**src/design/tracker_pkg.sv**
```systemverilog
package tracker_pkg;

  // camera raster, blanking included in the totals
  localparam int H_ACTIVE = 320;
  localparam int H_TOTAL  = 400;
  localparam int V_ACTIVE = 240;
  localparam int V_TOTAL  = 260;

  localparam int H_W   = 9;  // column coordinate width
  localparam int V_W   = 9;  // line coordinate width
  localparam int SUM_W = 25; // full-frame coordinate sum
  localparam int CNT_W = 17; // up to 320*240 mask pixels

  // channel select codes, 3 is invalid and reads as zero
  localparam logic [1:0] CH_GREEN = 2'd0;
  localparam logic [1:0] CH_RED   = 2'd1;
  localparam logic [1:0] CH_BLUE  = 2'd2;

  localparam logic [7:0] CROSS_LEVEL = 8'hF2; // crosshair grey, same on r g b

  // centre of mass before the first valid frame
  localparam logic [H_W-1:0] COM_X_RESET = H_W'(160);
  localparam logic [V_W-1:0] COM_Y_RESET = V_W'(120);

  // centroid sequencer states
  localparam logic [1:0] ST_IDLE    = 2'd0;
  localparam logic [1:0] ST_DIV_X   = 2'd1;
  localparam logic [1:0] ST_DIV_Y   = 2'd2;
  localparam logic [1:0] ST_PUBLISH = 2'd3;

endpackage

```
**src/design/centroid_fsm.sv**
```systemverilog
`timescale 1ns/10ps

module centroid_fsm (
  input  logic                          clk_pixel,
  input  logic                          sys_rst,
  input  logic                          sums_ready,
  input  logic [tracker_pkg::SUM_W-1:0] sum_x,
  input  logic [tracker_pkg::SUM_W-1:0] sum_y,
  input  logic [tracker_pkg::CNT_W-1:0] count,
  input  logic [tracker_pkg::H_W-1:0]   quotient,
  input  logic                          done,
  output logic                          start,
  output logic [tracker_pkg::SUM_W-1:0] dividend,
  output logic [tracker_pkg::CNT_W-1:0] divisor,
  output logic [tracker_pkg::H_W-1:0]   com_x,
  output logic [tracker_pkg::V_W-1:0]   com_y,
  output logic                          com_valid
);

  logic [1:0]                  state;
  logic [tracker_pkg::H_W-1:0] quo_x; // x result parked while y divides

  // divider operands follow the state, count holds until the next frame
  assign dividend  = (state == tracker_pkg::ST_DIV_Y) ? sum_y : sum_x;
  assign divisor   = count;
  assign com_valid = (state == tracker_pkg::ST_PUBLISH);

  always_ff @(posedge clk_pixel) begin
    if (sys_rst) begin
      state <= tracker_pkg::ST_IDLE;
      start <= 1'b0;
      com_x <= tracker_pkg::COM_X_RESET;
      com_y <= tracker_pkg::COM_Y_RESET;
    end else begin
      start <= 1'b0; // single-cycle pulse
      case (state)
        tracker_pkg::ST_IDLE: begin
          if (sums_ready && count != '0) begin // empty frame keeps the old centre
            start <= 1'b1;
            state <= tracker_pkg::ST_DIV_X;
          end
        end
        tracker_pkg::ST_DIV_X: begin
          if (done) begin
            start <= 1'b1; // straight into the y division
            state <= tracker_pkg::ST_DIV_Y;
          end
        end
        tracker_pkg::ST_DIV_Y: begin
          if (done) begin
            com_x <= quo_x; // both axes change on the same edge
            com_y <= quotient[tracker_pkg::V_W-1:0];
            state <= tracker_pkg::ST_PUBLISH;
          end
        end
        default: state <= tracker_pkg::ST_IDLE; // publish lasts one cycle
      endcase
    end
  end

  always_ff @(posedge clk_pixel) begin
    if (state == tracker_pkg::ST_DIV_X && done) quo_x <= quotient;
  end

  a_valid_pulse: assert property (@(posedge clk_pixel) disable iff (sys_rst)
    com_valid |=> !com_valid);

endmodule

```
**src/design/channel_mask.sv**
```systemverilog
`timescale 1ns/10ps

module channel_mask (
  input  logic                        clk_pixel,
  input  logic                        sys_rst,
  input  logic [15:0]                 pixel_in,    // 5-6-5 camera pixel
  input  logic [1:0]                  channel_sel,
  input  logic [7:0]                  lower_bound,
  input  logic [7:0]                  upper_bound,
  input  logic [tracker_pkg::H_W-1:0] hcount,
  input  logic [tracker_pkg::V_W-1:0] vcount,
  input  logic                        active,
  input  logic                        frame_end,
  output logic                        mask,
  output logic [tracker_pkg::H_W-1:0] mask_x,
  output logic [tracker_pkg::V_W-1:0] mask_y,
  output logic                        frame_done
);

  logic [7:0] red, green, blue;
  logic [7:0] sel_val;
  logic       in_range;

  // widen to 8 bits, zeros on the right
  assign red   = {pixel_in[15:11], 3'b000};
  assign green = {pixel_in[10:5], 2'b00};
  assign blue  = {pixel_in[4:0], 3'b000};

  always_comb begin
    case (channel_sel)
      tracker_pkg::CH_GREEN: sel_val = green;
      tracker_pkg::CH_RED:   sel_val = red;
      tracker_pkg::CH_BLUE:  sel_val = blue;
      default:               sel_val = 8'd0; // invalid code
    endcase
  end

  // inclusive window, blanking never passes
  assign in_range = active && (sel_val >= lower_bound) && (sel_val <= upper_bound);

  always_ff @(posedge clk_pixel) begin
    if (sys_rst) begin
      mask       <= 1'b0;
      frame_done <= 1'b0;
    end else begin
      mask       <= in_range;
      frame_done <= frame_end; // delayed with the mask so the last pixel lands first
    end
  end

  always_ff @(posedge clk_pixel) begin
    mask_x <= hcount; // coordinate travels with its mask bit
    mask_y <= vcount;
  end

endmodule

```
**src/design/crosshair_overlay.sv**
```systemverilog
`timescale 1ns/10ps

module crosshair_overlay (
  input  logic                        clk_pixel,
  input  logic                        sys_rst,
  input  logic [15:0]                 pixel_in,   // 5-6-5 camera pixel
  input  logic [tracker_pkg::H_W-1:0] hcount,
  input  logic [tracker_pkg::V_W-1:0] vcount,
  input  logic                        active,
  input  logic [tracker_pkg::H_W-1:0] com_x,
  input  logic [tracker_pkg::V_W-1:0] com_y,
  output logic [23:0]                 video_out,  // red in the top byte
  output logic                        video_valid
);

  logic [23:0] cam_rgb;
  logic        on_cross;

  // same zero-fill widening as the mask path
  assign cam_rgb = {pixel_in[15:11], 3'b000,
                    pixel_in[10:5], 2'b00,
                    pixel_in[4:0], 3'b000};

  // full-height column and full-width row through the centre
  assign on_cross = (hcount == com_x) || (vcount == com_y);

  always_ff @(posedge clk_pixel) begin
    if (on_cross) begin
      video_out <= {3{tracker_pkg::CROSS_LEVEL}}; // grey on all channels
    end else begin
      video_out <= cam_rgb;
    end
  end

  always_ff @(posedge clk_pixel) begin
    if (sys_rst) begin
      video_valid <= 1'b0;
    end else begin
      video_valid <= active; // lines up with video_out
    end
  end

endmodule

```
**src/design/mass_accumulator.sv**
```systemverilog
`timescale 1ns/10ps

module mass_accumulator (
  input  logic                          clk_pixel,
  input  logic                          sys_rst,
  input  logic                          mask,
  input  logic [tracker_pkg::H_W-1:0]   mask_x,
  input  logic [tracker_pkg::V_W-1:0]   mask_y,
  input  logic                          frame_done,
  output logic [tracker_pkg::SUM_W-1:0] sum_x,
  output logic [tracker_pkg::SUM_W-1:0] sum_y,
  output logic [tracker_pkg::CNT_W-1:0] count,
  output logic                          sums_ready
);

  logic [tracker_pkg::SUM_W-1:0] acc_x, acc_y;
  logic [tracker_pkg::CNT_W-1:0] acc_n;
  logic [tracker_pkg::SUM_W-1:0] tot_x, tot_y; // totals including this cycle
  logic [tracker_pkg::CNT_W-1:0] tot_n;

  always_comb begin
    tot_x = acc_x;
    tot_y = acc_y;
    tot_n = acc_n;
    if (mask) begin
      tot_x = acc_x + {{(tracker_pkg::SUM_W - tracker_pkg::H_W){1'b0}}, mask_x};
      tot_y = acc_y + {{(tracker_pkg::SUM_W - tracker_pkg::V_W){1'b0}}, mask_y};
      tot_n = acc_n + 1'b1;
    end
  end

  always_ff @(posedge clk_pixel) begin
    if (sys_rst) begin
      acc_x      <= '0;
      acc_y      <= '0;
      acc_n      <= '0;
      sums_ready <= 1'b0;
    end else begin
      sums_ready <= frame_done; // totals visible from the next cycle
      if (frame_done) begin
        acc_x <= '0; // new frame starts from scratch
        acc_y <= '0;
        acc_n <= '0;
      end else begin
        acc_x <= tot_x;
        acc_y <= tot_y;
        acc_n <= tot_n;
      end
    end
  end

  // handed-over totals hold until the next frame end
  always_ff @(posedge clk_pixel) begin
    if (frame_done) begin
      sum_x <= tot_x;
      sum_y <= tot_y;
      count <= tot_n;
    end
  end

  a_no_count_wrap: assert property (@(posedge clk_pixel) disable iff (sys_rst)
    mask |-> acc_n != {tracker_pkg::CNT_W{1'b1}});

endmodule

```
**src/design/raster_counter.sv**
```systemverilog
`timescale 1ns/10ps

module raster_counter (
  input  logic                       clk_pixel,
  input  logic                       sys_rst,
  output logic [tracker_pkg::H_W-1:0] hcount,
  output logic [tracker_pkg::V_W-1:0] vcount,
  output logic                       active,
  output logic                       frame_end
);

  logic [tracker_pkg::H_W-1:0] h_next;
  logic [tracker_pkg::V_W-1:0] v_next;
  logic                        line_wrap;

  assign line_wrap = (hcount == tracker_pkg::H_TOTAL - 1); // last column of the line

  always_comb begin
    h_next = line_wrap ? '0 : hcount + 1'b1;
    v_next = vcount;
    if (line_wrap) begin
      v_next = (vcount == tracker_pkg::V_TOTAL - 1) ? '0 : vcount + 1'b1; // frame wrap
    end
  end

  // visible window sits top left, blanking to the right and below
  assign active = (hcount < tracker_pkg::H_ACTIVE) && (vcount < tracker_pkg::V_ACTIVE);

  always_ff @(posedge clk_pixel) begin
    if (sys_rst) begin
      hcount    <= '0;
      vcount    <= '0;
      frame_end <= 1'b0;
    end else begin
      hcount    <= h_next;
      vcount    <= v_next;
      frame_end <= (h_next == '0) && (v_next == tracker_pkg::V_ACTIVE); // first blank line
    end
  end

  a_h_range: assert property (@(posedge clk_pixel) disable iff (sys_rst)
    hcount < tracker_pkg::H_TOTAL);

  // registered pulse must land exactly on the decoded position
  a_frame_end_pos: assert property (@(posedge clk_pixel) disable iff (sys_rst)
    frame_end |-> (hcount == '0) && (vcount == tracker_pkg::V_ACTIVE));

endmodule

```
**src/design/serial_divider.sv**
```systemverilog
`timescale 1ns/10ps

module serial_divider (
  input  logic                          clk_pixel,
  input  logic                          sys_rst,
  input  logic                          start,
  input  logic [tracker_pkg::SUM_W-1:0] dividend,
  input  logic [tracker_pkg::CNT_W-1:0] divisor,
  output logic [tracker_pkg::H_W-1:0]   quotient,
  output logic                          done
);

  logic [tracker_pkg::CNT_W-1:0]     rem, rem_n;  // partial remainder, always below divisor
  logic [tracker_pkg::SUM_W-1:0]     dq, dq_n;    // dividend shifting out, quotient in
  logic [tracker_pkg::CNT_W-1:0]     div_q;       // divisor held for the run
  logic [tracker_pkg::CNT_W:0]       shifted, diff;
  logic [tracker_pkg::CNT_W-1:0]     d_use, r_use;
  logic [tracker_pkg::SUM_W-1:0]     n_use;
  logic [$clog2(tracker_pkg::SUM_W)-1:0] bit_cnt;
  logic                              busy;
  logic                              fits;

  // first step runs straight from the inputs on the start cycle
  always_comb begin
    d_use   = start ? divisor : div_q;
    r_use   = start ? '0 : rem;
    n_use   = start ? dividend : dq;
    shifted = {r_use, n_use[tracker_pkg::SUM_W-1]};
    diff    = shifted - {1'b0, d_use};
    fits    = shifted >= {1'b0, d_use};
    rem_n   = fits ? diff[tracker_pkg::CNT_W-1:0] : shifted[tracker_pkg::CNT_W-1:0]; // restore
    dq_n    = {n_use[tracker_pkg::SUM_W-2:0], fits};
  end

  always_ff @(posedge clk_pixel) begin
    if (sys_rst) begin
      busy    <= 1'b0;
      bit_cnt <= '0;
      done    <= 1'b0;
    end else begin
      done <= 1'b0;
      if (start) begin
        busy    <= 1'b1;
        bit_cnt <= '0;
      end else if (busy) begin
        if (bit_cnt == tracker_pkg::SUM_W - 2) begin // SUM_W steps taken
          busy <= 1'b0;
          done <= 1'b1;
        end else begin
          bit_cnt <= bit_cnt + 1'b1;
        end
      end
    end
  end

  always_ff @(posedge clk_pixel) begin
    if (start || busy) begin
      rem <= rem_n;
      dq  <= dq_n;
    end
    if (start) div_q <= divisor;
  end

  assign quotient = dq[tracker_pkg::H_W-1:0]; // centre always fits a coordinate

  // sequencer must wait for done before the next division
  a_start_idle: assert property (@(posedge clk_pixel) disable iff (sys_rst)
    start |-> !busy);

endmodule

```
**src/design/tracker_top.sv**
```systemverilog
`timescale 1ns/10ps

module tracker_top (
  input  logic                        clk_pixel,
  input  logic                        sys_rst,
  input  logic [15:0]                 pixel_in,
  input  logic [1:0]                  channel_sel,
  input  logic [7:0]                  lower_bound,
  input  logic [7:0]                  upper_bound,
  output logic [tracker_pkg::H_W-1:0] hcount,
  output logic [tracker_pkg::V_W-1:0] vcount,
  output logic                        active,
  output logic [23:0]                 video_out,
  output logic                        video_valid,
  output logic [tracker_pkg::H_W-1:0] com_x,
  output logic [tracker_pkg::V_W-1:0] com_y,
  output logic                        com_valid
);

  logic                          frame_end;
  logic                          mask, frame_done;
  logic [tracker_pkg::H_W-1:0]   mask_x;
  logic [tracker_pkg::V_W-1:0]   mask_y;
  logic [tracker_pkg::SUM_W-1:0] sum_x, sum_y;
  logic [tracker_pkg::CNT_W-1:0] count;
  logic                          sums_ready;
  logic                          div_start, div_done;
  logic [tracker_pkg::SUM_W-1:0] dividend;
  logic [tracker_pkg::CNT_W-1:0] divisor;
  logic [tracker_pkg::H_W-1:0]   quotient;

  raster_counter u_raster (
    .clk_pixel, .sys_rst, .hcount, .vcount, .active, .frame_end
  );

  // pixel stream -> mask bit, one cycle
  channel_mask u_mask (
    .clk_pixel, .sys_rst, .pixel_in, .channel_sel, .lower_bound, .upper_bound,
    .hcount, .vcount, .active, .frame_end,
    .mask, .mask_x, .mask_y, .frame_done
  );

  mass_accumulator u_accum (
    .clk_pixel, .sys_rst, .mask, .mask_x, .mask_y, .frame_done,
    .sum_x, .sum_y, .count, .sums_ready
  );

  // one divider shared by both axes
  serial_divider u_div (
    .clk_pixel, .sys_rst, .start(div_start), .dividend, .divisor,
    .quotient, .done(div_done)
  );

  centroid_fsm u_fsm (
    .clk_pixel, .sys_rst, .sums_ready, .sum_x, .sum_y, .count,
    .quotient, .done(div_done), .start(div_start), .dividend, .divisor,
    .com_x, .com_y, .com_valid
  );

  crosshair_overlay u_overlay (
    .clk_pixel, .sys_rst, .pixel_in, .hcount, .vcount, .active,
    .com_x, .com_y, .video_out, .video_valid
  );

endmodule

```
**config.mk**
```make
export PLATFORM = sky130hd
export DESIGN_NAME = tracker_top
export DESIGN_NICKNAME = d
export VERILOG_FILES = /design/src/design/tracker_pkg.sv /design/src/design/centroid_fsm.sv /design/src/design/channel_mask.sv /design/src/design/crosshair_overlay.sv /design/src/design/mass_accumulator.sv /design/src/design/raster_counter.sv /design/src/design/serial_divider.sv /design/src/design/tracker_top.sv
export SDC_FILE = /design/constraint.sdc
export NUM_CORES = 1
export LEC_CHECK = 0
export BUFFER_PORTS_ARGS = -buffer_cell sky130_fd_sc_hd__buf_4
export CAP_MARGIN = 20
export CORE_MARGIN = 2
export CORE_UTILIZATION = 47
export CTS_CLUSTER_DIAMETER = 200
export CTS_CLUSTER_SIZE = 10
export DETAILED_ROUTE_END_ITERATION = 16
export PLACE_DENSITY = 0.72
export SETUP_SLACK_MARGIN = 0.5
export SYNTH_ARGS = -nofsm -noshare
export SYNTH_HDL_FRONTEND = slang
export SYNTH_SLANG_ARGS = --single-unit
```
**constraint.sdc**
```tcl
create_clock -name clk_pixel -period 4.47 [get_ports clk_pixel]
set_input_delay 1.341 -clock clk_pixel [delete_from_list [all_inputs] [get_ports clk_pixel]]
set_output_delay 1.341 -clock clk_pixel [all_outputs]
set_load 0.03 [all_outputs]
```
==> results.txt, run 1 <==
The run gives 0 as the max-slew violation count. The clock transition time at the flip-flop clock pins of the worst setup and hold paths was 60 ps; the count of TritonRoute iterations in the first routing pass was 5. In the final routed layout, each cell accounts on average for 16.4 µm. The startpoint identified for the worst register-to-register timing path is u_fsm.state[0]$_SDFFE_PP0P_. Entering global routing, the biggest net connects 72 pins. The most used flip-flop cell after synthesis is dfxtp_1.

For the worst setup path, the data required time is 4710 ps. For this run, global-route usage on met2 was measured as 31.7%. The placed instances occupy a cell area of 14400 µm². Critical path startpoint: u_fsm.state[0]$_SDFFE_PP0P_. In the final layout, the share of cells above drive strength 1 is 15.0%. Routability-driven placement finished with a final weighted congestion of 0.870. The logs give 0 for the count of endpoints failing setup in the final report and 0 for the number of antenna violations at the first check in global routing.

The mapped netlist covers 13400 µm². The number of global-route vias before repair is 9202, and the floorplan row count is 61. The run finished with clean final reports. Summed over all cells, the static leakage comes to 6.11 nW. Synthesized-area fraction occupied by adder cells: 5.58%.

The worst hold path begins at u_raster.frame_end$_SDFF_PP0_. Summing the areas of all compound-gate instances in the mapped netlist gives 9.09% of the synthesized area. Global routing consumed, over all layers together, 19.0% of the routing resources. For the worst setup path, the data arrival time is 3890 ps. The signed area change from the synthesized netlist to the final layout is 15.1%. Headroom to the max-slew limit came out at 32.5%. Grouping stages by cell kind, the critical path spends the most delay in compound AO/OA/AOI/OAI gates. The startpoint-to-endpoint class of the critical path is reg -> reg. The synthesized design contains 118 enable-type register cells.

The logs give 25.3% for the met1 layer usage reported by global route and 19.3 mm for the detailed placer's ending HPWL. During synthesis, Yosys emitted a total of 0 warnings. Leaving out fill and tap cells, the most frequent cell in the layout is dfxtp_1. The area of the die was 29900 µm². Global routing used 2.77% of the available met3 tracks. In this run, synthesis produced a sequential element count of 288. The share of async-settable or async-resettable flops after synthesis came out at 0%. A synthesized cell averages 10.7 µm². The number of buffers and inverters on the critical path is 3.

The tightest min-delay check is of the reg -> reg type. The clock passes through at most 3 buffers. The logs give 510 ps for the clock latency at the later pin of the worst-skew pair and 51.8% for the register area share after synthesis. The max capacitance violation total is 0, and the DRC marker count from the first detailed-route iteration is 507. The tree is rooted in a clkbuf_16.

The first global-routing pass estimated 46.7 mm of wire. The final critical path time including I/O delays and setup is 3650 ps. TritonCTS built the clock tree. Adding up every negative setup slack in the final design gives 0 ps. Dividing the detail-routed via count by the number of cells gives 5.30. STA classifies the critical path endpoint as a flop.

The launching element type of the critical path was a flop. In the routed design, unresolved DRC markers number 0. The run gives 0 as the post-detailed-route count of antenna-violating nets. Count of antenna diodes in the layout: 0.

The run gives 1248 as the gate count of the mapped netlist. The synthesized netlist devotes 6.79% of its cell area to XOR and XNOR gates. The tools report the number of clock buffers inserted by TritonCTS as 34. Setup repair after global routing left no endpoint under its margin. From left edge to right edge, the die measures 173 µm. CTS saw 288 sinks.

The worst-case IR drop observed on VDD is 0.000258 V. The ratio of final minimum period to clock period was 81.6%. The peak fanout along the critical path was 10.

In the layout the commonest cells are dfxtp_1, edfxtp_1, buf_4. Summing the areas of all and, or, nand and nor instances in the mapped netlist gives 16.6% of the synthesized area. The tools report the I/O pin count as 99. The mux cell area share after synthesis was 6.58%; the ratio of total power to cell area was 358 nW/µm². The largest incremental delay on the critical path came out at 400 ps.

The global routing's busiest layer was met2. The core area came out at 27900 µm². Clock skew on the completed layout was measured at 22.7 ps. The slowest library cell on the worst path is dfxtp_1.

Wires add up to 28.6 mm. The count of different cell masters after synthesis is 76, and the number of vias in the routed layout is 9248. The post-layout instance area is 15400 µm². For this configuration, the core starts out at a cell density of 48.0%. The total overflow left after global routing is 0.

Main combinational cell family by area after synthesis: simple AND/OR/NAND/NOR gates. Die outline height: 173 µm. For the number of levels in the clock H-tree, the log shows 2. Traced cell by cell, the critical path runs through inv_1, ha_1, mux2i_1, nand2_1, o21ai_0, ha_1, inv_1, fa_1, a21oi_1, o211ai_2, nand2_1, nand4_2, a41oi_4, buf_4, mux2_4.

During placement, the flow inserted port buffers numbering 93. The number of hold-slack violations in the final timing report was 0; the actual slew at the worst max-slew pin was 1010 ps. After the last flow step, the layout net total stands at 1436. For the number of hold-repair buffers added at the cts stage, the log shows 0. Derived from the worst setup path, the maximum achievable clock frequency is 0.274 GHz.
==> flip-flops by register name (all words and copies together), names as in the netlist, 2 cells and up <==
signal	flops
u_overlay.video_out	17
u_div.bit_cnt	5
u_fsm.state	2
u_mask.mask_y	9
u_raster.vcount	9
u_div.rem	17
u_accum.sum_x	25
u_raster.hcount	9
u_div.div_q	17
u_fsm.com_x	9
u_fsm.com_y	9
u_accum.sum_y	25
u_accum.acc_x	25
u_accum.acc_n	17
u_accum.count	17
u_fsm.quo_x	9
u_mask.mask_x	9
u_accum.acc_y	25
u_div.dq	25
==> power by group <==
part           switching, W  internal, W  leakage (nW)  total (W)
Combinational      0.000156     0.000120          3.26   0.000276
Sequential        0.0000235      0.00275          2.38    0.00277
Clock               0.00103      0.00145         0.468    0.00248
==> Yosys cell counts, types with 3 or more instances <==
library cell  number  area share, %
mux2_4             7           0.78
nor2_1            87            2.4
o21ai_0           31            1.2
nor3b_1            3           0.17
o21bai_1           8           0.45
and2_1            64            3.0
nor4_1            12           0.56
or3_1             12           0.56
nand3_1           26           0.97
or2_2              6           0.28
a31oi_1            5           0.23
xnor2_1           50            3.3
clkbuf_1          29           0.81
dfxtp_1          170             25
o21a_1             8           0.45
inv_1             49            1.4
nor2b_1           24            1.1
buf_4              8           0.45
and3_1            13           0.61
nand3b_1          10           0.56
nand2b_1          15           0.70
nand4_1           22            1.0
edfxtp_1         118             26
fa_1               3           0.45
buf_2             13           0.49
nand4_2            3           0.28
nor3_1            17           0.63
o31ai_1            6           0.34
ha_1              55            5.1
a21o_1             7           0.39
mux2i_1           54            4.0
a21oi_1           85            3.2
a211oi_1           8           0.45
xor2_1            54            3.5
and4_1             5           0.33
mux2_2            21            1.8
a21oi_2            3           0.20
o211ai_1           3           0.17
nand2_1           91            2.5
==> layout make-up <==
type,count,area (µm²)
fill,2452,12500
sequential,288,6950
multi-input combinational,859,6010
clock buffer,57,947
timing repair buffer,110,838
tap,378,473
inverter,49,184
clock inverter,3,33.8
==> per-layer routing <==
metal / up-vias / part of all wire, %
li1: 4580 / -
met1: 4430 / 46
met2: 185 / 48
met3: 53 / 3.8
met4: 0 / 2.6
met5: - / 0
==> path summary, 6_finish.rpt <==
check | end | slack (ps) | depth (start not counted)
setup / recovery | u_div.rem[8]$_DFFE_PP_ | 820 | 15
hold / removal | u_mask.frame_done$_SDFF_PP0_ | 440 | 1
setup reg to reg | u_div.rem[8]$_DFFE_PP_ | 820 | 15
hold reg to reg | u_mask.frame_done$_SDFF_PP0_ | 440 | 1
==> kinds of logic after synthesis <==
family | count (synthesis)
simple gates | 421
flops | 288
compound gates | 189
buf+inv | 105
xor+xnor | 104
mux | 82
fa+ha+maj | 58
other cells | 1
==> stage by stage <==
step           hold slack, ps  instances  utilization (%)  total power (W)  setup slack (ps)
6_report                  435       1744             55.3          0.00552               824
5_1_grt                   456       1744             55.3          0.00571               512
4_1_cts                   440       1735             55.0          0.00557               669
3_5_place_dp              427       1675             51.5          0.00310               682
3_3_place_gp              428       1675             51.5          0.00309               763
2_1_floorplan             414       1252                -          0.00301               874
==> what timing repair did <==
action,in CTS,in global routing
resized for setup,0,0
endpoints found under the setup margin,0,7
buffers inserted,0,8
Note: power is estimated with default switching activity, not from simulation.
==> run 2: changes to the inputs <==
PLACE_DENSITY = 0.74   (was 0.72)
clock period = 3 ns   (was 4.47 ns; I/O delays follow)
==> run 2 against run 1 <==
Compared with the run above:
- the run now ends with setup timing left
- clock skew hardly changed
- cell area grew 2.0%
- sequential power up 49%
- count of clock-buffer cells in the layout stayed put
- largest cell class unchanged
==> results.txt, run 2 (same netlist as run 1, synthesis figures left out) <==
STA classifies the critical path startpoint as a flop. The quantity of I/O buffers inserted on ports came out at 93 (unchanged). The tools report the peak clock frequency supported by timing as 0.332 GHz (+21%). The ratio of final minimum period to clock period came out at 101% (+19 points). The number of levels in the clock H-tree is 2 (unchanged). The switching power as a share of total power is 22.3% (+0.36 points), and the final total power is 0.00832 W (+51%).

The run gives 0 (unchanged) as the total overflow reported by the global router. The critical path data required time is 3260 ps (-1450 ps). For the count of TritonRoute iterations in the first routing pass, the log shows 5 (unchanged). The aggregate routed wire length was 29.4 mm (+2.8%); the number of buffers between clock root and the deepest sink was 3 (unchanged).

In this run the critical register-to-register path is launched from u_fsm.state[0]$_SDFFE_PP0P_. The width of the chip was 173 µm (unchanged); the I/O pin count was 99 (unchanged). The worst setup slack after layout was -15.3 ps (-839 ps). The leakage power is 6.25 nW (+2.2%).

Relative to the synthesized area, the layout overhead comes to 17.4%. The run gives 620 (+22%) as the DRC marker count from the first detailed-route iteration. The final critical path time including I/O delays and setup is 3020 ps (-631 ps), and the post-layout utilization of the core is 56.4% (+1.1 points).

The logs give 51.8% (+19 points) for the normalized max-slew margin and 3280 ps (-610 ps) for the arrival time at the worst endpoint. The share of layout cells above drive strength 1 works out to 17.9% (+2.9 points). The number of antenna violations at the first check in global routing is 0 (unchanged). The beginning of the worst hold path was u_raster.hcount[8]$_SDFF_PP0_. The tools report the power share of the combinational group as 5.4% (+0.4 points).

The critical path capture point type is a flop. Initial standard-cell utilization of the core: 48.0% (unchanged). The peak fanout along the critical path was 11 (+1). The run gives 1456 (+1.4%) as the net total in the final layout. The count of endpoints failing setup in the final report came out at 5 (+5). The max-slew violation count is 0 (unchanged). The clock transition time at the flip-flop clock pins of the worst setup and hold paths came out at 60 ps (about the same). For the max capacitance violation total, the log shows 0 (unchanged). The setup TNS was -32.9 ps (-32.9 ps); the reg2reg setup slack was -20 ps (-840 ps). The area taken by flip-flops and latches is 6970 µm² (+0.31%).

Setup repair after global routing could not meet its margin everywhere. The top cell types in the final layout, fill and taps aside, are dfxtp_1, buf_4, edfxtp_1. Number of hold-repair buffers added at the cts stage: 0 (unchanged). Leaving out fill and tap cells, the most frequent cell in the layout is dfxtp_1. The worst vdd rail ir drop was 0.000463 V (+80%); the number of clock buffers inserted by TritonCTS was 34 (unchanged).

The ratio of routed vias to standard cells came out at 5.32 (+0.30%). The cell sitting at the root of the clock tree is a clkbuf_16. The path with the worst hold slack has its endpoint at u_mask.mask_x[8]$_DFF_P_.

The detailed placer's ending HPWL is 20.3 mm (+5.4%), and the part of the total power dissipated in the clock network is 45.0% (+0.2 points). The run gives 0 (unchanged) as the number of hold-slack violations in the final timing report. For the floorplan row count, the log shows 61 (unchanged). For the placed cell count, the log shows 1697 (+1.3%). Reg-to-reg endpoint: u_div.rem[7]$_DFFE_PP_. The final reports fail on setup timing.

The wire length per cell after detailed routing is 16.6 µm (+1.6%). The tightest min-delay check is of the reg -> reg type. The ratio of total power to cell area was 528 nW/µm² (+48%); the number of stages on the worst hold path was 0 (-1).

The core area is 27900 µm² (unchanged), and the die outline height is 173 µm (unchanged). For the filler cell count, the log shows 2381 (-2.9%). The startpoint-to-endpoint class of the critical path is reg -> reg. The flow ran to the end, but the final reports show violations. For the post-detailed-route count of antenna-violating nets, the log shows 0 (unchanged). The total clock sinks is 288 (unchanged), and the area of the die is 29900 µm² (unchanged). The number of cells traversed by the worst register-to-register path was 15 (unchanged); the total routing usage reported by global routing was 19.4% (+0.37 points).

The clock latency at the later pin of the worst-skew pair came out at 520 ps (about the same). Actual slew at the worst max-slew pin: 722 ps (-290 ps). Wire length of the first global-routing pass: 47.8 mm (+2.4%). The area occupied by multi-input gates came out at 6100 µm² (+1.5%). The run gives 49.6% (-0.6 points) as the sequential share of power. The run gives 0 (unchanged) as the count of antenna diodes in the layout. The number of vias in the routed layout was 9382 (+1.4%); the internal power contribution was 0.00647 W (+50%). TritonCTS built the clock tree.

For the maximum number of pins on one net before global-route repair, the log shows 43 (-40%). The weighted congestion at the end of routability-driven global placement was 0.838 (-3.7%); the DRC violation count after routing was 0 (unchanged). The final cell count without fillers is 1764 (+1.1%), and the number of global-route vias before repair is 9662 (+5.0%). Switching power of the nets: 0.00185 W (+53%). The tools report the setup clock skew after layout as 23.2 ps (+0.478 ps).
## run 2: cell types whose count changed in the layout (fill, tap and decap cells not counted), sizes merged
cell	previous run	this run
buf	110	130
## run 2: cell type report
cell class / count / share of cell area, %
repair buffers: 130 / 6.41
clock inverters: 3 / 0.374
clock buffers: 57 / 6.02
well taps: 378 / 3.00
inverters: 49 / 1.17
flip-flops and latches: 288 / 44.3
multi-input cells: 859 / 38.7
## run 2: through the flow
stage	instance area (µm²)	hold slack (ps)	setup WS (ps)
2_1_floorplan	13500	414	-148
3_3_place_gp	14600	432	-7.59
3_5_place_dp	14600	433	-73.9
4_1_cts	15700	440	0.962
5_1_grt	15700	442	-96.6
6_report	15700	440	-15.3
## run 2: what timing repair did
item,in CTS,in global routing
endpoints found under the setup margin,21,41
gates cloned,0,0
endpoints found under the hold margin,0,0
pin swaps,0,1
gates resized for setup,11,14
buffers inserted,4,3
## run 2: critical path: stages, from the launching register on
cell      delay (ps)
dfxtp_2          320
inv_2             70
ha_4             130
mux2i_1          190
nand2_1           80
o21ai_2           80
ha_2             200
inv_2             40
fa_2             380
a21oi_4          170
o211ai_2         130
nand2_1          120
nand4_4          100
a41oi_4          240
buf_12           180
mux2_2           340
## run 2: routing by layer
| layer | up-vias | part of all wire, % | global-route usage (%) |
|---|---|---|---|
| li1 | 4623 | - | - |
| met5 | - | 0 | 0 |
| met4 | 0 | 2.9 | 7.73 |
| met3 | 66 | 4.2 | 3.23 |
| met1 | 4448 | 43 | 24.1 |
| met2 | 245 | 50 | 33.5 |
## run 2: power groups by stage
stage | Sequential, W | Clock, W | Combinational [W]
floorplan | 0.00423 | 0 | 0.000267
global placement | 0.00421 | 0 | 0.000418
detailed placement | 0.00421 | 0 | 0.000436
CTS | 0.00413 | 0.00382 | 0.000448
global route | 0.00412 | 0.00398 | 0.000497
finish | 0.00412 | 0.00375 | 0.000449
## run 2: how the worst max path moves through the flow
stage,cells after the start,slack (ps),to,startpoint
after floorplan,16,-150,u_div.rem[10]$_DFFE_PP_,u_fsm.state[0]$_SDFFE_PP0P_
after global placement,15,-8,u_div.rem[12]$_DFFE_PP_,u_fsm.state[0]$_SDFFE_PP0P_
after detailed placement,15,-70,u_div.rem[15]$_DFFE_PP_,u_fsm.state[0]$_SDFFE_PP0P_
after CTS,15,1,u_div.rem[2]$_DFFE_PP_,u_fsm.state[0]$_SDFFE_PP0P_
after global routing,15,-100,u_div.rem[3]$_DFFE_PP_,u_fsm.state[0]$_SDFFE_PP0P_
final,15,-20,u_div.rem[7]$_DFFE_PP_,u_fsm.state[0]$_SDFFE_PP0P_
==> run 3: changes to the inputs <==
ABC_AREA = 1   (was default)
==> run 3 against run 2 <==
Compared with the run above:
- the flow now finishes without violations
- worst hold slack got worse by 44 ps
- non-clock buffer count increased by 12
- sequential cell count unchanged
- sequential power increased by 2%
- largest cell class unchanged
- largest power group unchanged
- highest routed layer unchanged
==> results.txt, run 3 <==
The run finished with clean final reports. The tools report the number of hold-repair buffers added at the cts stage as 0 (unchanged). The tools report the post-detailed-route count of antenna-violating nets as 0 (unchanged). The total clock sinks was 288 (unchanged); the share of layout cells above drive strength 1 was 14.3% (-3.6 points). For the setup TNS, the log shows 0 ps (+32.9 ps). Setup repair after global routing could not meet its margin everywhere. For the I/O pin count, the log shows 99 (unchanged). The number of stages on the worst setup path works out to 14 (-1). Net total in the final layout: 2010 (+38%). The gate count of the mapped netlist is 1783 (+43%). The run gives 59.5% (+7.7 points) as the normalized max-slew margin. The arrival time at the worst endpoint is 2790 ps (-490 ps), and the area fraction of the dominant cell type after synthesis is 24.9% (-1.5 points). The logs give 34 (unchanged) for the number of clock buffers inserted by TritonCTS and 0 (unchanged) for the Yosys warning count. The peak clock frequency supported by timing was 0.396 GHz (+19%); the clock latency at the later pin of the worst-skew pair was 520 ps (about the same). The tools report the number of hold-slack violations in the final timing report as 0 (unchanged). The signal on the critical path passes through inv_4, or2_2, o21ai_1, ha_1, a21oi_1, nand2_1, nand3_1, nand3_2, nand3_1, nand2_1, nand2_1, nand2_1, nand2_1, nand2_1.

The share of async-settable or async-resettable flops after synthesis was 0% (unchanged). The cell type with the highest aggregate area in the netlist is edfxtp_1. Counting instances in the post-synthesis netlist gives the leading cell types as nand2_1, inv_1, nor2_1. The signed area change from the synthesized netlist to the final layout works out to 18.6%.

The tightest min-delay check is of the reg -> reg type. The top cell types in the final layout, fill and taps aside, are nand2_1, inv_1, nor2_1. The wire length per cell after detailed routing was 15.0 µm (-9.8%); the core area was 29700 µm² (+6.4%).

The count of TritonRoute iterations in the first routing pass was 5 (unchanged). The critical path is of the reg -> reg type. The tools report the max capacitance violation total as 0 (unchanged). The largest incremental delay on the critical path is 380 ps (about the same), and the filler cell count is 2631 (+10%).

TritonCTS built the clock tree. Width of the chip: 178 µm (+3.0%). The wire length of the first global-routing pass is 56.1 mm (+18%).

Leaving out fill and tap cells, the most frequent cell in the layout is nand2_1. The final critical path time including I/O delays and setup came out at 2530 ps (-488 ps). The cell sitting at the root of the clock tree is a clkbuf_16.

In the post-synthesis netlist, the biggest area contributors are edfxtp_1, dfxtp_1, nand2_1. The clock transition time at the flip-flop clock pins of the worst setup and hold paths came out at 60 ps (about the same). The worst setup slack after layout was 473 ps (+488 ps). The number of antenna violations at the first check in global routing is 0 (unchanged), and the ratio of total power to cell area is 522 nW/µm² (-1.1%). The slowest stage of the critical path is the dfxtp_4 cell. The DRC violation count after routing was 0 (unchanged).

The tools report the worst setup path endpoint as u_div.rem[15]$_DFFE_PP_. The flip-flop and latch count after synthesis works out to 288 (unchanged). The die outline height was 178 µm (+3.0%). The register area share after synthesis was 48.8% (-3.0 points).

The logs give 51 (-33%) for the count of different cell masters after synthesis and 0.931 (+11%) for the weighted congestion at the end of routability-driven global placement. The worst vdd rail ir drop is 0.000373 V (-19%). The setup clock skew after layout came out at 27.0 ps (+3.86 ps). The total overflow reported by the global router is 0 (unchanged). The quantity of I/O buffers inserted on ports came out at 93 (unchanged). The combined area of all synthesized cells was 14200 µm² (+6.2%). The kind of cell adding the most delay to the critical path is simple AND/OR/NAND/NOR gates.

The most critical setup path has its startpoint at u_fsm.start$_SDFF_PP0_. STA classifies the critical path startpoint as a flop. The run gives 3 (unchanged) as the number of buffers between clock root and the deepest sink. In this run the critical register-to-register path is captured at u_div.rem[15]$_DFFE_PP_.

STA classifies the critical path endpoint as a flop. The detailed placer's ending HPWL is 24.5 mm (+20%). The area of the die is 31700 µm² (+6.1%), and the aggregate routed wire length is 35.0 mm (+19%). The ratio of final minimum period to clock period came out at 84.2% (-16 points). The actual slew at the worst max-slew pin was 608 ps (-114 ps). For the floorplan row count, the log shows 63 (+3.3%).

The maximum number of pins on one net before global-route repair is 68 (+58%), and the pre-CTS setup slack is 328 ps (+402 ps). The buffer and inverter count on the worst path was 1 (-2); the max-slew violation count was 0 (unchanged). Number of cells traversed by the worst register-to-register path: 14 (-1). Peak fanout along the critical path: 10 (-1). The number of vias in the routed layout came out at 11991 (+28%). Initial standard-cell utilization of the core: 47.9% (-0.071 points). The tools report the launch point of the worst reg-to-reg path as u_fsm.start$_SDFF_PP0_. The most numerous cell type found on the critical path is nand2_1.

The reg2reg setup slack is 470 ps (+490 ps), and the total routing usage reported by global routing is 22.0% (+2.6 points). The number of synthesized flops with an enable pin is 118 (unchanged). The ratio of routed vias to standard cells was 5.14 (-3.3%); the number of levels in the clock H-tree was 2 (unchanged). The number of global-route vias before repair is 11542 (+19%), and the DRC marker count from the first detailed-route iteration is 833 (+34%). Critical path data required time: 3260 ps (about the same). Cell with the most instances after synthesis: nand2_1. Count of antenna diodes in the layout: 0 (unchanged). Mean instance size in the synthesized netlist: 7.99 µm² (-26%).

For the count of endpoints failing setup in the final report, the log shows 0 (-5). For this run, the leading register cell type out of synthesis is dfxtp_1. The leakage power is 7.82 nW (+25%).
[run 3: where the power goes]
part	switching [W]	internal, W	leakage [nW]
Combinational	0.000569	0.000332	4.88
Sequential	0.0000541	0.00413	2.47
Clock	0.00157	0.00217	0.470
Total	0.00219	0.00663	7.82
[run 3: worst register-to-register path, delay by kind of cell, from the launching register on]
kind / cells / cell delay [ps]
AOI/OAI and AO/OA: 2 / 360
buffers and inverters: 1 / 70
DFF: 1 / 380
and+or+nand+nor: 10 / 1130
adders and majority gates: 1 / 340
[run 3: metal layers]
metal  vias to the layer above  track usage (%)  wire length, µm
li1                       6043                -                -
met1                      5548             28.5            15200
met2                       327             38.1            17100
met3                        73             2.83             1750
met4                         0             6.90              973
met5                         -                0                0
[run 3: worst min path at each step]
stage	end	slack [ps]	start	cells after the start
floorplan	u_mask.frame_done$_SDFF_PP0_	380	u_raster.frame_end$_SDFF_PP0_	2
global placement	u_mask.frame_done$_SDFF_PP0_	390	u_raster.frame_end$_SDFF_PP0_	2
detailed placement	u_mask.frame_done$_SDFF_PP0_	390	u_raster.frame_end$_SDFF_PP0_	2
CTS	u_mask.frame_done$_SDFF_PP0_	400	u_raster.frame_end$_SDFF_PP0_	2
global route	u_mask.frame_done$_SDFF_PP0_	420	u_raster.frame_end$_SDFF_PP0_	2
finish	u_mask.frame_done$_SDFF_PP0_	400	u_raster.frame_end$_SDFF_PP0_	2
[run 3: kinds of logic (layout without fill, tap and decap cells)]
| group | Yosys count | after routing | synth area share, % |
|---|---|---|---|
| flops | 288 | 288 | 48.8 |
| simple gates | 853 | 856 | 25.7 |
| buf+inv | 310 | 462 | 8.56 |
| xor+xnor | 54 | 54 | 3.37 |
| fa+ha+maj | 58 | 58 | 5.25 |
| compound gates | 219 | 219 | 8.32 |
| other cells | 1 | 5 | 0.0263 |
[run 3: cell type report]
class / instances / area, µm² / area share, %
multi-input combinational: 1192 / 6310 / 37.3
timing repair buffer: 142 / 1160 / 6.85
clock buffer: 59 / 955 / 5.65
tap: 390 / 488 / 2.89
clock inverter: 3 / 33.8 / 0.200
sequential: 288 / 6970 / 41.3
inverter: 258 / 977 / 5.79
[run 3: what timing repair did]
item                                    4_1_cts  5_1_grt
resized for setup                            19       46
cloned                                        3        1
buffers inserted                              9       22
hold endpoints to repair                      0        0
endpoints found under the setup margin       19       23
pin swaps                                    11       17
[run 3: stage by stage]
stage | cell area, µm² | hold WS, ps | utilization, % | total power, W | cells
finish | 16900 | 397 | 56.8 | 0.00882 | 2332
global route | 16900 | 416 | 56.8 | 0.00916 | 2332
floorplan | 14300 | 381 | - | 0.00484 | 1787
global placement | 15400 | 394 | 51.8 | 0.00505 | 2235
detailed placement | 15400 | 392 | 51.8 | 0.00508 | 2235
CTS | 16600 | 400 | 55.8 | 0.00882 | 2309
